<file path="src/logic/rp_params.svh">
// defines for sample width, system bus region map, ID value, ASG depth and controller shift
`ifndef RP_PARAMS_SVH
`define RP_PARAMS_SVH

// -------------------------------------------------------------------------
// samples

`define RP_SAMPLE_W    14              // ADC and DAC word width

// -------------------------------------------------------------------------
// system bus region map

`define RP_REGION_LSB  20              // addr[22:20] picks the region
`define RP_REGION_N    8               // regions behind the decoder
`define RP_HK_REGION   0               // housekeeping
`define RP_ASG_REGION  2               // signal generator
`define RP_PID_REGION  3               // proportional controller

`define RP_HK_ID       32'h5250_0001   // ID register contents

// signal peripherals
`define RP_ASG_DEPTH   64              // table entries per channel
`define RP_PID_SHIFT   8               // product scaling, arithmetic

`endif

</file>
<file path="src/logic/rp_pkg.sv">
// sample, sample pair and system bus request and response types
`include "rp_params.svh"

package rp_pkg;

  // two's complement sample as used inside the core
  typedef logic signed [`RP_SAMPLE_W-1:0] sample_t;

  typedef struct packed {
    sample_t a;                  // channel a
    sample_t b;                  // channel b
  } sample_pair_t;

  typedef struct packed {
    logic [31:0] addr;           // byte address, region in [22:20]
    logic [31:0] wdata;          // 32 bit accesses only
    logic        wen;            // one cycle write strobe
    logic        ren;            // one cycle read strobe
  } sys_req_t;

  typedef struct packed {
    logic [31:0] rdata;          // zero on writes and errors
    logic        ack;            // one cycle after the strobe
    logic        err;            // only together with ack
  } sys_rsp_t;

endpackage

</file>
<file path="src/logic/red_pitaya_top.sv">
// top level with system bus decoder, housekeeping, ASG, controller and analog block
`include "rp_params.svh"

module red_pitaya_top
  import rp_pkg::*;
(
  input  logic                    adc_clk,       // single core clock
  input  logic                    rst_i,
  input  sys_req_t                sys_req_i,     // bus master request
  output sys_rsp_t                sys_rsp_o,
  input  logic [`RP_SAMPLE_W-1:0] adc_dat_a_i,   // raw ADC words
  input  logic [`RP_SAMPLE_W-1:0] adc_dat_b_i,
  output logic [`RP_SAMPLE_W-1:0] dac_dat_a_o,   // DAC codes
  output logic [`RP_SAMPLE_W-1:0] dac_dat_b_o,
  output logic [7:0]              led_o
);

  sys_req_t     hk_req;        // steered requests
  sys_req_t     asg_req;
  sys_req_t     pid_req;
  sys_rsp_t     hk_rsp;        // slave responses
  sys_rsp_t     asg_rsp;
  sys_rsp_t     pid_rsp;

  sample_pair_t adc_s;         // converted ADC pair
  sample_pair_t asg_s;         // generator pair
  sample_pair_t pid_s;         // controller pair

  // -------------------------------------------------------------------------
  // system bus

  rp_sys_decoder i_dec (
    .adc_clk   (adc_clk),
    .rst_i     (rst_i),
    .sys_req_i (sys_req_i),
    .sys_rsp_o (sys_rsp_o),
    .hk_req_o  (hk_req),
    .asg_req_o (asg_req),
    .pid_req_o (pid_req),
    .hk_rsp_i  (hk_rsp),
    .asg_rsp_i (asg_rsp),
    .pid_rsp_i (pid_rsp)
  );

  rp_hk i_hk (
    .adc_clk   (adc_clk),
    .rst_i     (rst_i),
    .sys_req_i (hk_req),
    .sys_rsp_o (hk_rsp),
    .led_o     (led_o)
  );

  // -------------------------------------------------------------------------
  // signal path

  rp_asg i_asg (
    .adc_clk   (adc_clk),
    .rst_i     (rst_i),
    .sys_req_i (asg_req),
    .sys_rsp_o (asg_rsp),
    .asg_o     (asg_s)
  );

  rp_pid i_pid (
    .adc_clk   (adc_clk),
    .rst_i     (rst_i),
    .sys_req_i (pid_req),
    .sys_rsp_o (pid_rsp),
    .adc_i     (adc_s),
    .pid_o     (pid_s)
  );

  rp_analog i_analog (
    .adc_clk     (adc_clk),
    .rst_i       (rst_i),
    .adc_dat_a_i (adc_dat_a_i),
    .adc_dat_b_i (adc_dat_b_i),
    .adc_o       (adc_s),
    .asg_i       (asg_s),
    .pid_i       (pid_s),
    .dac_dat_a_o (dac_dat_a_o),
    .dac_dat_b_o (dac_dat_b_o)
  );

endmodule

</file>
<file path="src/logic/rp_analog.sv">
// ADC input conversion and DAC sum, saturation and encoding
`include "rp_params.svh"

module rp_analog
  import rp_pkg::*;
(
  input  logic                    adc_clk,
  input  logic                    rst_i,
  input  logic [`RP_SAMPLE_W-1:0] adc_dat_a_i,   // raw, unsigned negative slope
  input  logic [`RP_SAMPLE_W-1:0] adc_dat_b_i,
  output sample_pair_t            adc_o,         // two's complement
  input  sample_pair_t            asg_i,
  input  sample_pair_t            pid_i,
  output logic [`RP_SAMPLE_W-1:0] dac_dat_a_o,   // DAC code per channel
  output logic [`RP_SAMPLE_W-1:0] dac_dat_b_o
);

  localparam sample_t smax = {1'b0, {(`RP_SAMPLE_W-1){1'b1}}};  // +8191
  localparam sample_t smin = {1'b1, {(`RP_SAMPLE_W-1){1'b0}}};  // -8192

  // same bit mapping both ways, top bit kept and the rest inverted
  function automatic logic [`RP_SAMPLE_W-1:0] flip(logic [`RP_SAMPLE_W-1:0] w);
    return {w[`RP_SAMPLE_W-1], ~w[`RP_SAMPLE_W-2:0]};
  endfunction

  function automatic sample_t sat_sum(sample_t x, sample_t y);
    logic signed [`RP_SAMPLE_W:0] s;              // one bit of headroom
    s = x + y;
    if (s[`RP_SAMPLE_W -: 2] == 2'b01) return smax;  // positive overflow
    if (s[`RP_SAMPLE_W -: 2] == 2'b10) return smin;  // negative overflow
    return s[`RP_SAMPLE_W-1:0];
  endfunction

  // -------------------------------------------------------------------------
  // ADC input register

  always_ff @(posedge adc_clk) begin
    adc_o <= '{a: flip(adc_dat_a_i), b: flip(adc_dat_b_i)};
  end

  // -------------------------------------------------------------------------
  // DAC output register

  always_ff @(posedge adc_clk) begin
    if (rst_i) begin
      dac_dat_a_o <= flip('0);                     // code of a zero sample
      dac_dat_b_o <= flip('0);
    end else begin
      dac_dat_a_o <= flip(sat_sum(asg_i.a, pid_i.a));
      dac_dat_b_o <= flip(sat_sum(asg_i.b, pid_i.b));
    end
  end

endmodule

</file>
<file path="src/logic/rp_asg.sv">
// arbitrary signal generator with two waveform tables, playback pointers and control registers
`include "rp_params.svh"

module rp_asg
  import rp_pkg::*;
(
  input  logic         adc_clk,
  input  logic         rst_i,
  input  sys_req_t     sys_req_i,  // strobes already steered
  output sys_rsp_t     sys_rsp_o,  // registered, one cycle
  output sample_pair_t asg_o       // generator samples to the DAC sum
);

  localparam int aw = $clog2(`RP_ASG_DEPTH);       // pointer and step width

  localparam logic [`RP_REGION_LSB-1:0] ctrl_ofs   = 'h00000;  // channel enables
  localparam logic [`RP_REGION_LSB-1:0] step_a_ofs = 'h00004;
  localparam logic [`RP_REGION_LSB-1:0] step_b_ofs = 'h00008;
  localparam logic [`RP_REGION_LSB-1:0] tbl_a_ofs  = 'h10000;  // 4 bytes per entry
  localparam logic [`RP_REGION_LSB-1:0] tbl_b_ofs  = 'h20000;

  logic [`RP_REGION_LSB-1:0] ofs;
  logic [aw-1:0]             idx;        // table entry from the address
  logic                      strobe;
  logic                      hit_ctrl;
  logic [1:0]                hit_step;   // one per channel
  logic [1:0]                hit_tbl;
  logic                      bad;        // no register at this offset
  logic [31:0]               rd_data;

  logic [1:0]                en;         // bit 0 channel a, bit 1 channel b
  logic [aw-1:0]             step [2];
  sample_t                   tbl_rd [2]; // bus read port of each table
  sample_t                   out [2];    // playback samples

  // -------------------------------------------------------------------------
  // register decode

  assign ofs      = sys_req_i.addr[`RP_REGION_LSB-1:0];
  assign idx      = ofs[aw+1:2];
  assign strobe   = sys_req_i.wen | sys_req_i.ren;
  assign hit_ctrl = (ofs == ctrl_ofs);
  assign hit_step = {ofs == step_b_ofs, ofs == step_a_ofs};
  assign hit_tbl[0] = (ofs[`RP_REGION_LSB-1:aw+2] == tbl_a_ofs[`RP_REGION_LSB-1:aw+2]) &&
                      (ofs[1:0] == 2'b00);
  assign hit_tbl[1] = (ofs[`RP_REGION_LSB-1:aw+2] == tbl_b_ofs[`RP_REGION_LSB-1:aw+2]) &&
                      (ofs[1:0] == 2'b00);
  assign bad      = !(hit_ctrl || (|hit_step) || (|hit_tbl));

  always_comb begin
    rd_data = 32'h0;
    if (sys_req_i.ren && !bad) begin
      if (hit_ctrl)         rd_data = {30'h0, en};
      else if (hit_step[0]) rd_data = {{(32-aw){1'b0}}, step[0]};
      else if (hit_step[1]) rd_data = {{(32-aw){1'b0}}, step[1]};
      else if (hit_tbl[0])  rd_data = 32'(tbl_rd[0]);   // sign extended
      else                  rd_data = 32'(tbl_rd[1]);
    end
  end

  always_ff @(posedge adc_clk) begin
    if (rst_i) begin
      en        <= 2'b00;                     // both channels idle
      step[0]   <= '0;
      step[1]   <= '0;
      sys_rsp_o <= '0;
    end else begin
      if (sys_req_i.wen && hit_ctrl)    en      <= sys_req_i.wdata[1:0];
      if (sys_req_i.wen && hit_step[0]) step[0] <= sys_req_i.wdata[aw-1:0];
      if (sys_req_i.wen && hit_step[1]) step[1] <= sys_req_i.wdata[aw-1:0];
      sys_rsp_o.ack   <= strobe;
      sys_rsp_o.err   <= strobe & bad;
      sys_rsp_o.rdata <= rd_data;
    end
  end

  // -------------------------------------------------------------------------
  // tables and playback, one copy per channel

  for (genvar ch = 0; ch < 2; ch++) begin : g_ch
    sample_t       tbl [`RP_ASG_DEPTH];       // waveform memory
    logic [aw-1:0] ptr;                       // wraps at table depth
    sample_t       out_q;

    always_ff @(posedge adc_clk) begin
      if (sys_req_i.wen && hit_tbl[ch]) begin
        tbl[idx] <= sys_req_i.wdata[`RP_SAMPLE_W-1:0];
      end
    end

    assign tbl_rd[ch] = tbl[idx];

    always_ff @(posedge adc_clk) begin
      if (rst_i) begin
        ptr   <= '0;
        out_q <= '0;
      end else if (en[ch]) begin
        ptr   <= ptr + step[ch];              // modulo depth by width
        out_q <= tbl[ptr];                    // registered table read
      end else begin
        ptr   <= '0;                          // restart from entry 0
        out_q <= '0;
      end
    end

    assign out[ch] = out_q;
  end

  assign asg_o = '{a: out[0], b: out[1]};

endmodule

</file>
<file path="src/logic/rp_hk.sv">
// housekeeping slave with read-only ID and read/write LED register
`include "rp_params.svh"

module rp_hk
  import rp_pkg::*;
(
  input  logic       adc_clk,
  input  logic       rst_i,
  input  sys_req_t   sys_req_i,    // strobes already steered
  output sys_rsp_t   sys_rsp_o,    // registered, one cycle
  output logic [7:0] led_o         // LED pins
);

  localparam logic [`RP_REGION_LSB-1:0] id_ofs  = 'h00;  // read only
  localparam logic [`RP_REGION_LSB-1:0] led_ofs = 'h30;  // read/write

  logic [`RP_REGION_LSB-1:0] ofs;      // offset inside the region
  logic                      strobe;
  logic                      hit_id;
  logic                      hit_led;
  logic                      bad;      // undefined offset or write to ID
  logic [31:0]               rd_data;

  assign ofs     = sys_req_i.addr[`RP_REGION_LSB-1:0];
  assign strobe  = sys_req_i.wen | sys_req_i.ren;
  assign hit_id  = (ofs == id_ofs);
  assign hit_led = (ofs == led_ofs);
  assign bad     = !(hit_id || hit_led) || (sys_req_i.wen && hit_id);

  always_comb begin
    rd_data = 32'h0;                                  // writes and errors read zero
    if (sys_req_i.ren && !bad) begin
      rd_data = hit_id ? `RP_HK_ID : {24'h0, led_o};
    end
  end

  always_ff @(posedge adc_clk) begin
    if (rst_i) begin
      led_o     <= 8'h0;                              // LEDs dark after reset
      sys_rsp_o <= '0;
    end else begin
      if (sys_req_i.wen && hit_led) begin
        led_o <= sys_req_i.wdata[7:0];
      end
      sys_rsp_o.ack   <= strobe;
      sys_rsp_o.err   <= strobe & bad;
      sys_rsp_o.rdata <= rd_data;
    end
  end

endmodule

</file>
<file path="src/logic/rp_pid.sv">
// two channel proportional controller with setpoint and gain registers
`include "rp_params.svh"

module rp_pid
  import rp_pkg::*;
(
  input  logic         adc_clk,
  input  logic         rst_i,
  input  sys_req_t     sys_req_i,  // strobes already steered
  output sys_rsp_t     sys_rsp_o,  // registered, one cycle
  input  sample_pair_t adc_i,      // converted ADC samples
  output sample_pair_t pid_o       // controller samples to the DAC sum
);

  localparam logic [`RP_REGION_LSB-1:0] sp_a_ofs = 'h00;  // setpoint a
  localparam logic [`RP_REGION_LSB-1:0] kp_a_ofs = 'h04;  // gain a
  localparam logic [`RP_REGION_LSB-1:0] sp_b_ofs = 'h10;
  localparam logic [`RP_REGION_LSB-1:0] kp_b_ofs = 'h14;

  localparam int smax = 2**(`RP_SAMPLE_W-1) - 1;          // +8191
  localparam int smin = -(2**(`RP_SAMPLE_W-1));           // -8192

  logic [`RP_REGION_LSB-1:0] ofs;
  logic                      strobe;
  logic [1:0]                hit_sp;   // one per channel
  logic [1:0]                hit_kp;
  logic                      bad;      // no register at this offset
  logic [31:0]               rd_data;

  sample_t                   sp [2];   // setpoints
  sample_t                   kp [2];   // gains

  // (set - x) * gain, scaled down and clipped to one sample
  function automatic sample_t p_term(sample_t set, sample_t gain, sample_t x);
    logic signed [`RP_SAMPLE_W:0]   diff;    // one bit of headroom
    logic signed [2*`RP_SAMPLE_W:0] prod;
    logic signed [2*`RP_SAMPLE_W:0] scaled;
    diff   = set - x;
    prod   = diff * gain;
    scaled = prod >>> `RP_PID_SHIFT;
    if (scaled > smax) return sample_t'(smax);
    if (scaled < smin) return sample_t'(smin);
    return scaled[`RP_SAMPLE_W-1:0];
  endfunction

  // -------------------------------------------------------------------------
  // register decode

  assign ofs    = sys_req_i.addr[`RP_REGION_LSB-1:0];
  assign strobe = sys_req_i.wen | sys_req_i.ren;
  assign hit_sp = {ofs == sp_b_ofs, ofs == sp_a_ofs};
  assign hit_kp = {ofs == kp_b_ofs, ofs == kp_a_ofs};
  assign bad    = !((|hit_sp) || (|hit_kp));

  always_comb begin
    rd_data = 32'h0;
    if (sys_req_i.ren && !bad) begin
      if (hit_sp[0])      rd_data = 32'(sp[0]);   // sign extended
      else if (hit_kp[0]) rd_data = 32'(kp[0]);
      else if (hit_sp[1]) rd_data = 32'(sp[1]);
      else                rd_data = 32'(kp[1]);
    end
  end

  always_ff @(posedge adc_clk) begin
    if (rst_i) begin
      sp[0]     <= '0;
      sp[1]     <= '0;
      kp[0]     <= '0;                            // zero gain, zero output
      kp[1]     <= '0;
      sys_rsp_o <= '0;
    end else begin
      if (sys_req_i.wen && hit_sp[0]) sp[0] <= sys_req_i.wdata[`RP_SAMPLE_W-1:0];
      if (sys_req_i.wen && hit_kp[0]) kp[0] <= sys_req_i.wdata[`RP_SAMPLE_W-1:0];
      if (sys_req_i.wen && hit_sp[1]) sp[1] <= sys_req_i.wdata[`RP_SAMPLE_W-1:0];
      if (sys_req_i.wen && hit_kp[1]) kp[1] <= sys_req_i.wdata[`RP_SAMPLE_W-1:0];
      sys_rsp_o.ack   <= strobe;
      sys_rsp_o.err   <= strobe & bad;
      sys_rsp_o.rdata <= rd_data;
    end
  end

  // -------------------------------------------------------------------------
  // controller output, one cycle after the ADC sample

  always_ff @(posedge adc_clk) begin
    if (rst_i) begin
      pid_o <= '0;
    end else begin
      pid_o <= '{a: p_term(sp[0], kp[0], adc_i.a),
                 b: p_term(sp[1], kp[1], adc_i.b)};
    end
  end

endmodule

</file>
<file path="src/logic/rp_sys_decoder.sv">
// system bus region decode, strobe steering, response mux and unmapped region responder
`include "rp_params.svh"

module rp_sys_decoder
  import rp_pkg::*;
(
  input  logic     adc_clk,
  input  logic     rst_i,
  input  sys_req_t sys_req_i,      // from bus master
  output sys_rsp_t sys_rsp_o,      // back to bus master
  output sys_req_t hk_req_o,       // region 0
  output sys_req_t asg_req_o,      // region 2
  output sys_req_t pid_req_o,      // region 3
  input  sys_rsp_t hk_rsp_i,
  input  sys_rsp_t asg_rsp_i,
  input  sys_rsp_t pid_rsp_i
);

  localparam int region_w = $clog2(`RP_REGION_N);  // 3 address bits

  logic [region_w-1:0] region;     // addr[22:20]
  logic                strobe;     // any access this cycle
  logic                unmapped;   // no slave behind this region
  logic                unm_ack_q;  // ack of the local responder

  // address and data go everywhere, strobes only to the selected slave
  function automatic sys_req_t steer(sys_req_t req, logic sel);
    sys_req_t r;
    r     = req;
    r.wen = req.wen & sel;
    r.ren = req.ren & sel;
    return r;
  endfunction

  // -------------------------------------------------------------------------
  // region select

  assign region   = sys_req_i.addr[`RP_REGION_LSB +: region_w];
  assign strobe   = sys_req_i.wen | sys_req_i.ren;
  assign unmapped = !(region inside {`RP_HK_REGION, `RP_ASG_REGION, `RP_PID_REGION});

  assign hk_req_o  = steer(sys_req_i, region == `RP_HK_REGION);
  assign asg_req_o = steer(sys_req_i, region == `RP_ASG_REGION);
  assign pid_req_o = steer(sys_req_i, region == `RP_PID_REGION);

  // regions 1 and 4..7 still answer, one cycle late like a slave
  always_ff @(posedge adc_clk) begin
    if (rst_i) begin
      unm_ack_q <= 1'b0;
    end else begin
      unm_ack_q <= strobe & unmapped;  // zero data, never an error
    end
  end

  // -------------------------------------------------------------------------
  // response mux, address is still held in the ack cycle

  always_comb begin
    case (region)
      `RP_HK_REGION:  sys_rsp_o = hk_rsp_i;
      `RP_ASG_REGION: sys_rsp_o = asg_rsp_i;
      `RP_PID_REGION: sys_rsp_o = pid_rsp_i;
      default:        sys_rsp_o = '{rdata: 32'h0, ack: unm_ack_q, err: 1'b0};
    endcase
  end

endmodule

</file>
<file path="config.mk">
export PLATFORM = sky130hd
export DESIGN_NAME = red_pitaya_top
export DESIGN_NICKNAME = d
export VERILOG_FILES = /design/src/logic/rp_pkg.sv /design/src/logic/red_pitaya_top.sv /design/src/logic/rp_analog.sv /design/src/logic/rp_asg.sv /design/src/logic/rp_hk.sv /design/src/logic/rp_pid.sv /design/src/logic/rp_sys_decoder.sv
export VERILOG_INCLUDE_DIRS = /design/src /design/src/logic
export SDC_FILE = /design/constraint.sdc
export NUM_CORES = 2
export LEC_CHECK = 0
export BUFFER_PORTS_ARGS = -buffer_cell sky130_fd_sc_hd__buf_2
export CORE_MARGIN = 2
export CORE_UTILIZATION = 54
export DETAILED_ROUTE_END_ITERATION = 8
export MAX_ROUTING_LAYER = met4
export PLACE_DENSITY = 0.73
export SYNTH_ARGS = -nofsm -noshare
export SYNTH_HDL_FRONTEND = slang
export SYNTH_SLANG_ARGS = --single-unit
</file>
<file path="constraint.sdc">
create_clock -name adc_clk -period 9.2 [get_ports adc_clk]
set_input_delay 0.92 -clock adc_clk [delete_from_list [all_inputs] [get_ports adc_clk]]
set_output_delay 0.92 -clock adc_clk [all_outputs]
set_load 0.01 [all_outputs]
</file>
Yosys cells after proc, flatten, opt, wreduce, memory -nomap -nowiden
Memories as Yosys holds them, arrays and structs flattened. A register that Yosys moved wholly into a read port is not among the register bits.
Index checks and enable logic that the tools add are counted.
W data, S select, Z words.
{ "op_classes": {"n_mul": 2, "bitwise": 29, "order_cmp": 4, "n_addsub": 6, "eq_ne": 13, "reduce_logical": 42, "mux": 77} }
{ "ops": {"columns": ["operator", "count"], "rows": [
  ["$mux W14", 22],
  ["$mux W32", 4],
  ["$pmux W34 S3", 1],
  ["$mul A15 B14 Y29", 2],
  ["$not A13 Y13", 4],
  ["$mux W1", 44],
  ["$gt A21 B14 Y1 const B", 2],
  ["$lt A21 B14 Y1 const B", 2],
  ["$eq A20 B5 Y1 const B", 2],
  ["$mux W31", 1],
  ["$add A14 B14 Y15", 2],
  ["$sub A14 B14 Y15", 2],
  ["$mux W6", 4],
  ["$eq A20 B3 Y1 const B", 1],
  ["$eq A20 B4 Y1 const B", 1],
  ["$eq A20 B6 Y1 const B", 1],
  ["$logic_not A20 Y1", 1],
  ["$reduce_or A2 Y1", 9],
  ["$logic_and A1 B1 Y1", 16],
  ["$add A6 B6 Y6", 2],
  ["$eq A12 B10 Y1 const B", 1],
  ["$eq A12 B9 Y1 const B", 1],
  ["$and A1 B1 Y1", 10],
  ["$or A1 B1 Y1", 10],
  ["12 further kinds", 28]
]} }
{ "totals": {"input_bits": 96, "word_cells": 201, "n_memories": 5, "ramBits": 1860, "reg_bits": 209, "out_inout_bits": 70} }
{ "mem_list": {"columns": ["name", "depth", "width", "read_ports", "rd_ports_with_merged_regs", "wr", "line", "rtl"], "rows": [
  ["i_asg.g_ch[0].tbl", 64, 14, 2, 1, 1, "rp_asg.sv:81", "sample_t tbl [`RP_ASG_DEPTH];"],
  ["i_asg.g_ch[1].tbl", 64, 14, 2, 1, 1, "rp_asg.sv:81", null],
  ["i_pid.kp", 2, 14, 2, 0, 2, "rp_pid.sv:31", "sample_t kp [2];"],
  ["i_pid.sp", 2, 14, 2, 0, 2, "rp_pid.sv:30", "sample_t sp [2];"],
  ["i_asg.step", 2, 6, 2, 0, 2, "rp_asg.sv:32", "logic [aw-1:0] step [2];"]
]} }

Depth between registers and ports, before layout
{ "depth": {"depth_word": 10, "mapped_depth": 36, "depth_no_buf": 35} }

Modules after synthesis
Synthesis repeated with hierarchy kept, for this count alone.
{ "unflattened": {"hier_cells": 7029, "area_unflattened_um2": 113366.2} }
{ "by_module_without_submodules": {"columns": ["module", "cells_per_inst", "seq_area_each_um2", "n_inst", "area_each_um2"], "rows": [
  ["rp_asg", 3936, 55333.1, 1, 85315.6],
  ["rp_pid", 2295, 2562.5, 1, 21105.2],
  ["rp_analog", 373, 1121.1, 1, 3253.1],
  ["rp_sys_decoder", 329, 20.0, 1, 2747.6],
  ["rp_hk", 96, 380.4, 1, 944.7]
]} }

Least setup slack after synthesis
OpenSTA, ideal clock, no wires.
{ "synth_path": {"path_type": "reg2reg", "start": "memory i_pid.sp[0][14] (netlist name)", "end": "register i_pid.pid_o[10] (netlist name)", "setup_slack_ns": 0.511, "n_path_buf": 2, "synth_period_minus_slack_ns": 8.689, "arrival_ns": 8.563, "stages_incl_launch_ff": 34, "required_time_ns": 9.074, "setup_ns": 0.126, "cell_sequence": "edfxtp_1 > inv_1 > ha_1 > fa_1 > nor2b_1 > o21ai_0 > a21boi_0 > o21ai_0 > a21boi_0 > o21ai_0 > a21oi_1 > o211ai_1 > a31o_2 > buf_1 > nand2_1 > fa_1 > fa_1 > inv_1 > fa_1 > fa_1 > fa_1 > fa_1 > ha_1 > and2_1 > or2_1 > a21o_1 > a21o_1 > a221o_1 > nor2_1 > a21oi_1 > or3_1 > o41ai_4 > buf_4 > o31ai_1"} }
{ "synth_lines": {"columns": ["item", "line", "rtl"], "rows": [
  ["start, declared", "rp_pid.sv:30", null],
  ["end signal, assigned", "rp_pid.sv:90", "pid_o <= '{a: p_term(sp[0], kp[0], adc_i.a),"],
  ["end, declared", "rp_pid.sv:12", "output sample_pair_t pid_o"]
]} }

==> impl_metrics.csv <==
group,metric,value,unit
synthesis,synth.largest_area_cell,"edfxtp_1",
placement,port-buffer-count,138,
hold_path,hold_path.class,"primary input to flip-flop",
synthesis,ys_types,79,
worst_setup_path,cpPeakStageDelay,580,ps
synthesis,synthesis.area,0.109,sq mm
synthesis,synthCells,6416,
worst_setup_path,arrival,9560,ps
finish,finalNonFillerCells,9464,
worst_setup_path,crit_path_frequent_cell,"fa_1",
sta,setup_tns,0,ps
hold_path,min-delay-start,"adc_dat_b_i[13]",
synthesis,ys.flop_type,"edfxtp_1",
worst_setup_path,regToRegStartpoint,"i_pid.sp[0][14]",
worst_setup_path,path_max_fanout,13,
synthesis,ys_warn_count,0,
clocking,postCtsHoldBufs,0,
route,first_iter_violations,8425,
route,top_layer,"met4",
finish,areaGrowthSynthToFinish,10.2,%
route,drt_pre_antenna_iters,8,
global_routing,grt_use_total,30.5,%
synthesis,synth_seq_area_share,54.4,%
power_and_ir_drop,p_leak,41.3,nW
route,drc,0,
worst_setup_path,rr_worst_depth,33,
synthesis,netlist.area_leader.share,51.2,%
placement,hpwl,192000,um
placement,dp_slack,-160,ps
worst_setup_path,r2r_setup_slack,370,ps
hold_path,min_path_cells,1,
floorplanning,coreArea,0.201,sq mm
route,wl,300000,um
floorplanning,die_h,454,um
placement,dpl.cell_count,9063,
sta,finalMaxSlewViolations,0,
global_routing,grt_max_degree,106,
sta,setup_slack,373,ps
floorplanning,rows,165,
clocking,cts_buffers,202,
clocking,cts_tree,"yes",
worst_setup_path,r2r-end,"i_pid.pid_o[12]",
clocking,ctsHtreeMaxLevel,4,
clocking,clk_pin_slew,60,ps
synthesis,syn_area_per_cell,17.0,sq um
worst_setup_path,start_kind,"flip-flop",
synthesis,synth_edf_count,1860,
floorplanning,start_util,54.2,%
route,ant_nets,0,
hold_path,holdPathEnd,"i_analog.adc_o[13]",
sta,slew_headroom,14.1,%
sta,worst_pin_slew,1290,ps
sta,finalClockSkew,38.4,ps
placement,place.gp.congestion,0.939,
worst_setup_path,worstPathRequired,9930,ps
sta,hold_slack,174,ps
floorplanning,ios,166,
route,viasPerCell,6.67,
global_routing,grt_pass1_vias,64400,
route,dr_wl_met2,145000,um
placement,dpl_cell_area,0.114,sq mm
power_and_ir_drop,powerDensity,331,mW/mm^2
synthesis,async_flop_share,0,%
worst_setup_path,cp-end-kind,"flip-flop",
sta,setup_viol,0,
global_routing,grt_pass1_wl,438000,um
synthesis,synthTopCellsByArea,"edfxtp_1 (51%), mux4_2 (23%), fa_1 (7.7%)",
sta,hold_viol,0,
floorplanning,die_w,454,um
synthesis,synthesis.nets,7128,
worst_setup_path,slowest_stage,"fa_1",
finish,design_area,0.120,sq mm
route,num_vias,63100,
sta,min_period,8830,ps
power_and_ir_drop,ir_drop,0.971,mV
clocking,clk_latency,870,ps
sta,timing.final.crit_share,96.0,%
run_status,outcome,"finished clean",
route,met3_length,35300,um
synthesis,synth_seq_cells,2038,
global_routing,grt_overflow,0,
route,wl_met1,106000,um
global_routing,antenna_found_initial,20,
job,cap_violations,0,
worst_setup_path,path_class,"flip-flop to flip-flop",
finish,layout-drive-gt1-share,27.7,%
route,post_drt_wl_per_cell,31.7,um
finish,final_nets,7311,
floorplanning,die_area,0.206,sq mm
sta,fmax,113,MHz
clocking,cts_sinks,2038,
clocking,cts_root_buffer,"clkbuf_16",
clocking,clk_path_buf_depth,3,
==> per-layer routing <==
metal,global-route usage (%),vias to the layer above
met5,-,-
met2,46.8,4013
met1,39.8,33200
met3,6.68,700
li1,-,25300
met4,12.6,0
==> where the power goes <==
group / switching, W / internal [W]
Clock: 0.00362 / 0.00461
Combinational: 0.0121 / 0.00910
Sequential: 0.0000873 / 0.0104
==> state kept, by name, indices dropped and copies added, names as in the netlist <==
register,flops
i_asg.g_ch.tbl,1792
i_analog.adc_o,28
i_asg.g_ch.out_q,28
i_pid.kp,28
i_pid.pid_o,28
i_pid.sp,28
i_asg.sys_rsp_o,16
i_pid.sys_rsp_o,16
i_analog.dac_dat_a_o,14
i_analog.dac_dat_b_o,14
i_asg.g_ch.ptr,12
i_asg.step,12
i_hk.sys_rsp_o,11
i_hk.led_o,8
i_asg.en,2
i_dec.unm_ack_q,1
==> cells by family after synthesis <==
family	after synthesis	synth area share, %
mux	1229	24.2
flops	2038	54.4
buf+inv	993	3.59
fa+ha+maj	616	9.93
compound gates	364	2.21
simple gates	1073	4.79
xor+xnor	103	0.826
==> final cells by class <==
cell class / count / area [sq um]
sequential: 2038 / 59400
tap: 2672 / 3340
fill: 14500 / 81200
antenna: 17 / 42.5
clock inverter: 141 / 1280
inverter: 595 / 2230
clock buffer: 239 / 5270
timing repair buffer: 377 / 2660
multi-input combinational: 3385 / 46000
==> synthesized netlist by cell type, drive strengths merged (5+ instances only) <==
| master | number |
|---|---|
| a211o | 5 |
| a211oi | 10 |
| a21boi | 9 |
| a21o | 36 |
| a21oi | 89 |
| a222oi | 13 |
| a311oi | 7 |
| and2 | 226 |
| and3 | 10 |
| buf | 157 |
| clkbuf | 241 |
| dfxtp | 178 |
| edfxtp | 1860 |
| fa | 418 |
| ha | 198 |
| inv | 594 |
| mux2 | 14 |
| mux2i | 86 |
| mux4 | 1129 |
| nand2 | 281 |
| nand2b | 28 |
| nand3 | 26 |
| nand3b | 5 |
| nand4 | 9 |
| nor2 | 312 |
| nor2b | 81 |
| nor3 | 45 |
| nor3b | 8 |
| nor4 | 8 |
| o2111ai | 6 |
| o211ai | 8 |
| o21a | 5 |
| o21ai | 99 |
| o21bai | 7 |
| o22ai | 21 |
| o31ai | 8 |
| or2 | 6 |
| or3 | 13 |
| xnor2 | 72 |
| xor2 | 31 |
==> worst max path at each step <==
stage	startpoint	end	slack [ps]
2_1_floorplan	i_pid.sp[0][14]	i_pid.pid_o[10]	510
3_3_place_gp	i_pid.sp[0][1]	i_pid.pid_o[24]	40
4_1_cts	i_pid.sp[0][14]	i_pid.pid_o[12]	30
6_report	i_pid.sp[0][14]	i_pid.pid_o[12]	370
5_1_grt	i_pid.sp[0][14]	i_pid.pid_o[6]	-20
3_5_place_dp	i_analog.adc_o[15]	i_pid.pid_o[17]	-160
==> layout by cell type, fill, tap and decap left out, drive strengths merged, types with 45 or more instances in the layout <==
cell | netlist | final
clkbuf | 241 | 240
mux4 | 1129 | 1129
and2 | 226 | 226
inv | 594 | 608
xnor2 | 72 | 72
dfxtp | 178 | 178
ha | 198 | 198
mux2i | 86 | 86
edfxtp | 1860 | 1860
nor2b | 81 | 81
fa | 418 | 418
nor2 | 312 | 312
nand2 | 281 | 281
a21oi | 89 | 89
buf | 157 | 376
o21ai | 99 | 99
clkinv | 1 | 99
nor3 | 45 | 45
==> metrics by stage <==
step           power, W  util [%]
2_1_floorplan    0.0265         -
3_3_place_gp     0.0307      56.3
3_5_place_dp     0.0311      56.3
4_1_cts          0.0394      59.6
5_1_grt          0.0433      59.7
6_report         0.0399      59.7
==> critical path: cells and delay by family (launching register included) <==
family / cells / cell delay [ps]
AOI/OAI and AO/OA: 14 / 2750
and+or+nand+nor: 6 / 1200
adders and majority gates: 9 / 3860
DFF: 1 / 350
buffers and inverters: 4 / 520
==> timing repair <==
item                       CTS  global route
hold endpoints to repair     0             0
setup endpoints to repair   21            26
pin swaps                    0             3
buffers inserted             0             4
gates resized for setup      3            28
(Power assumes the default switching activity.)
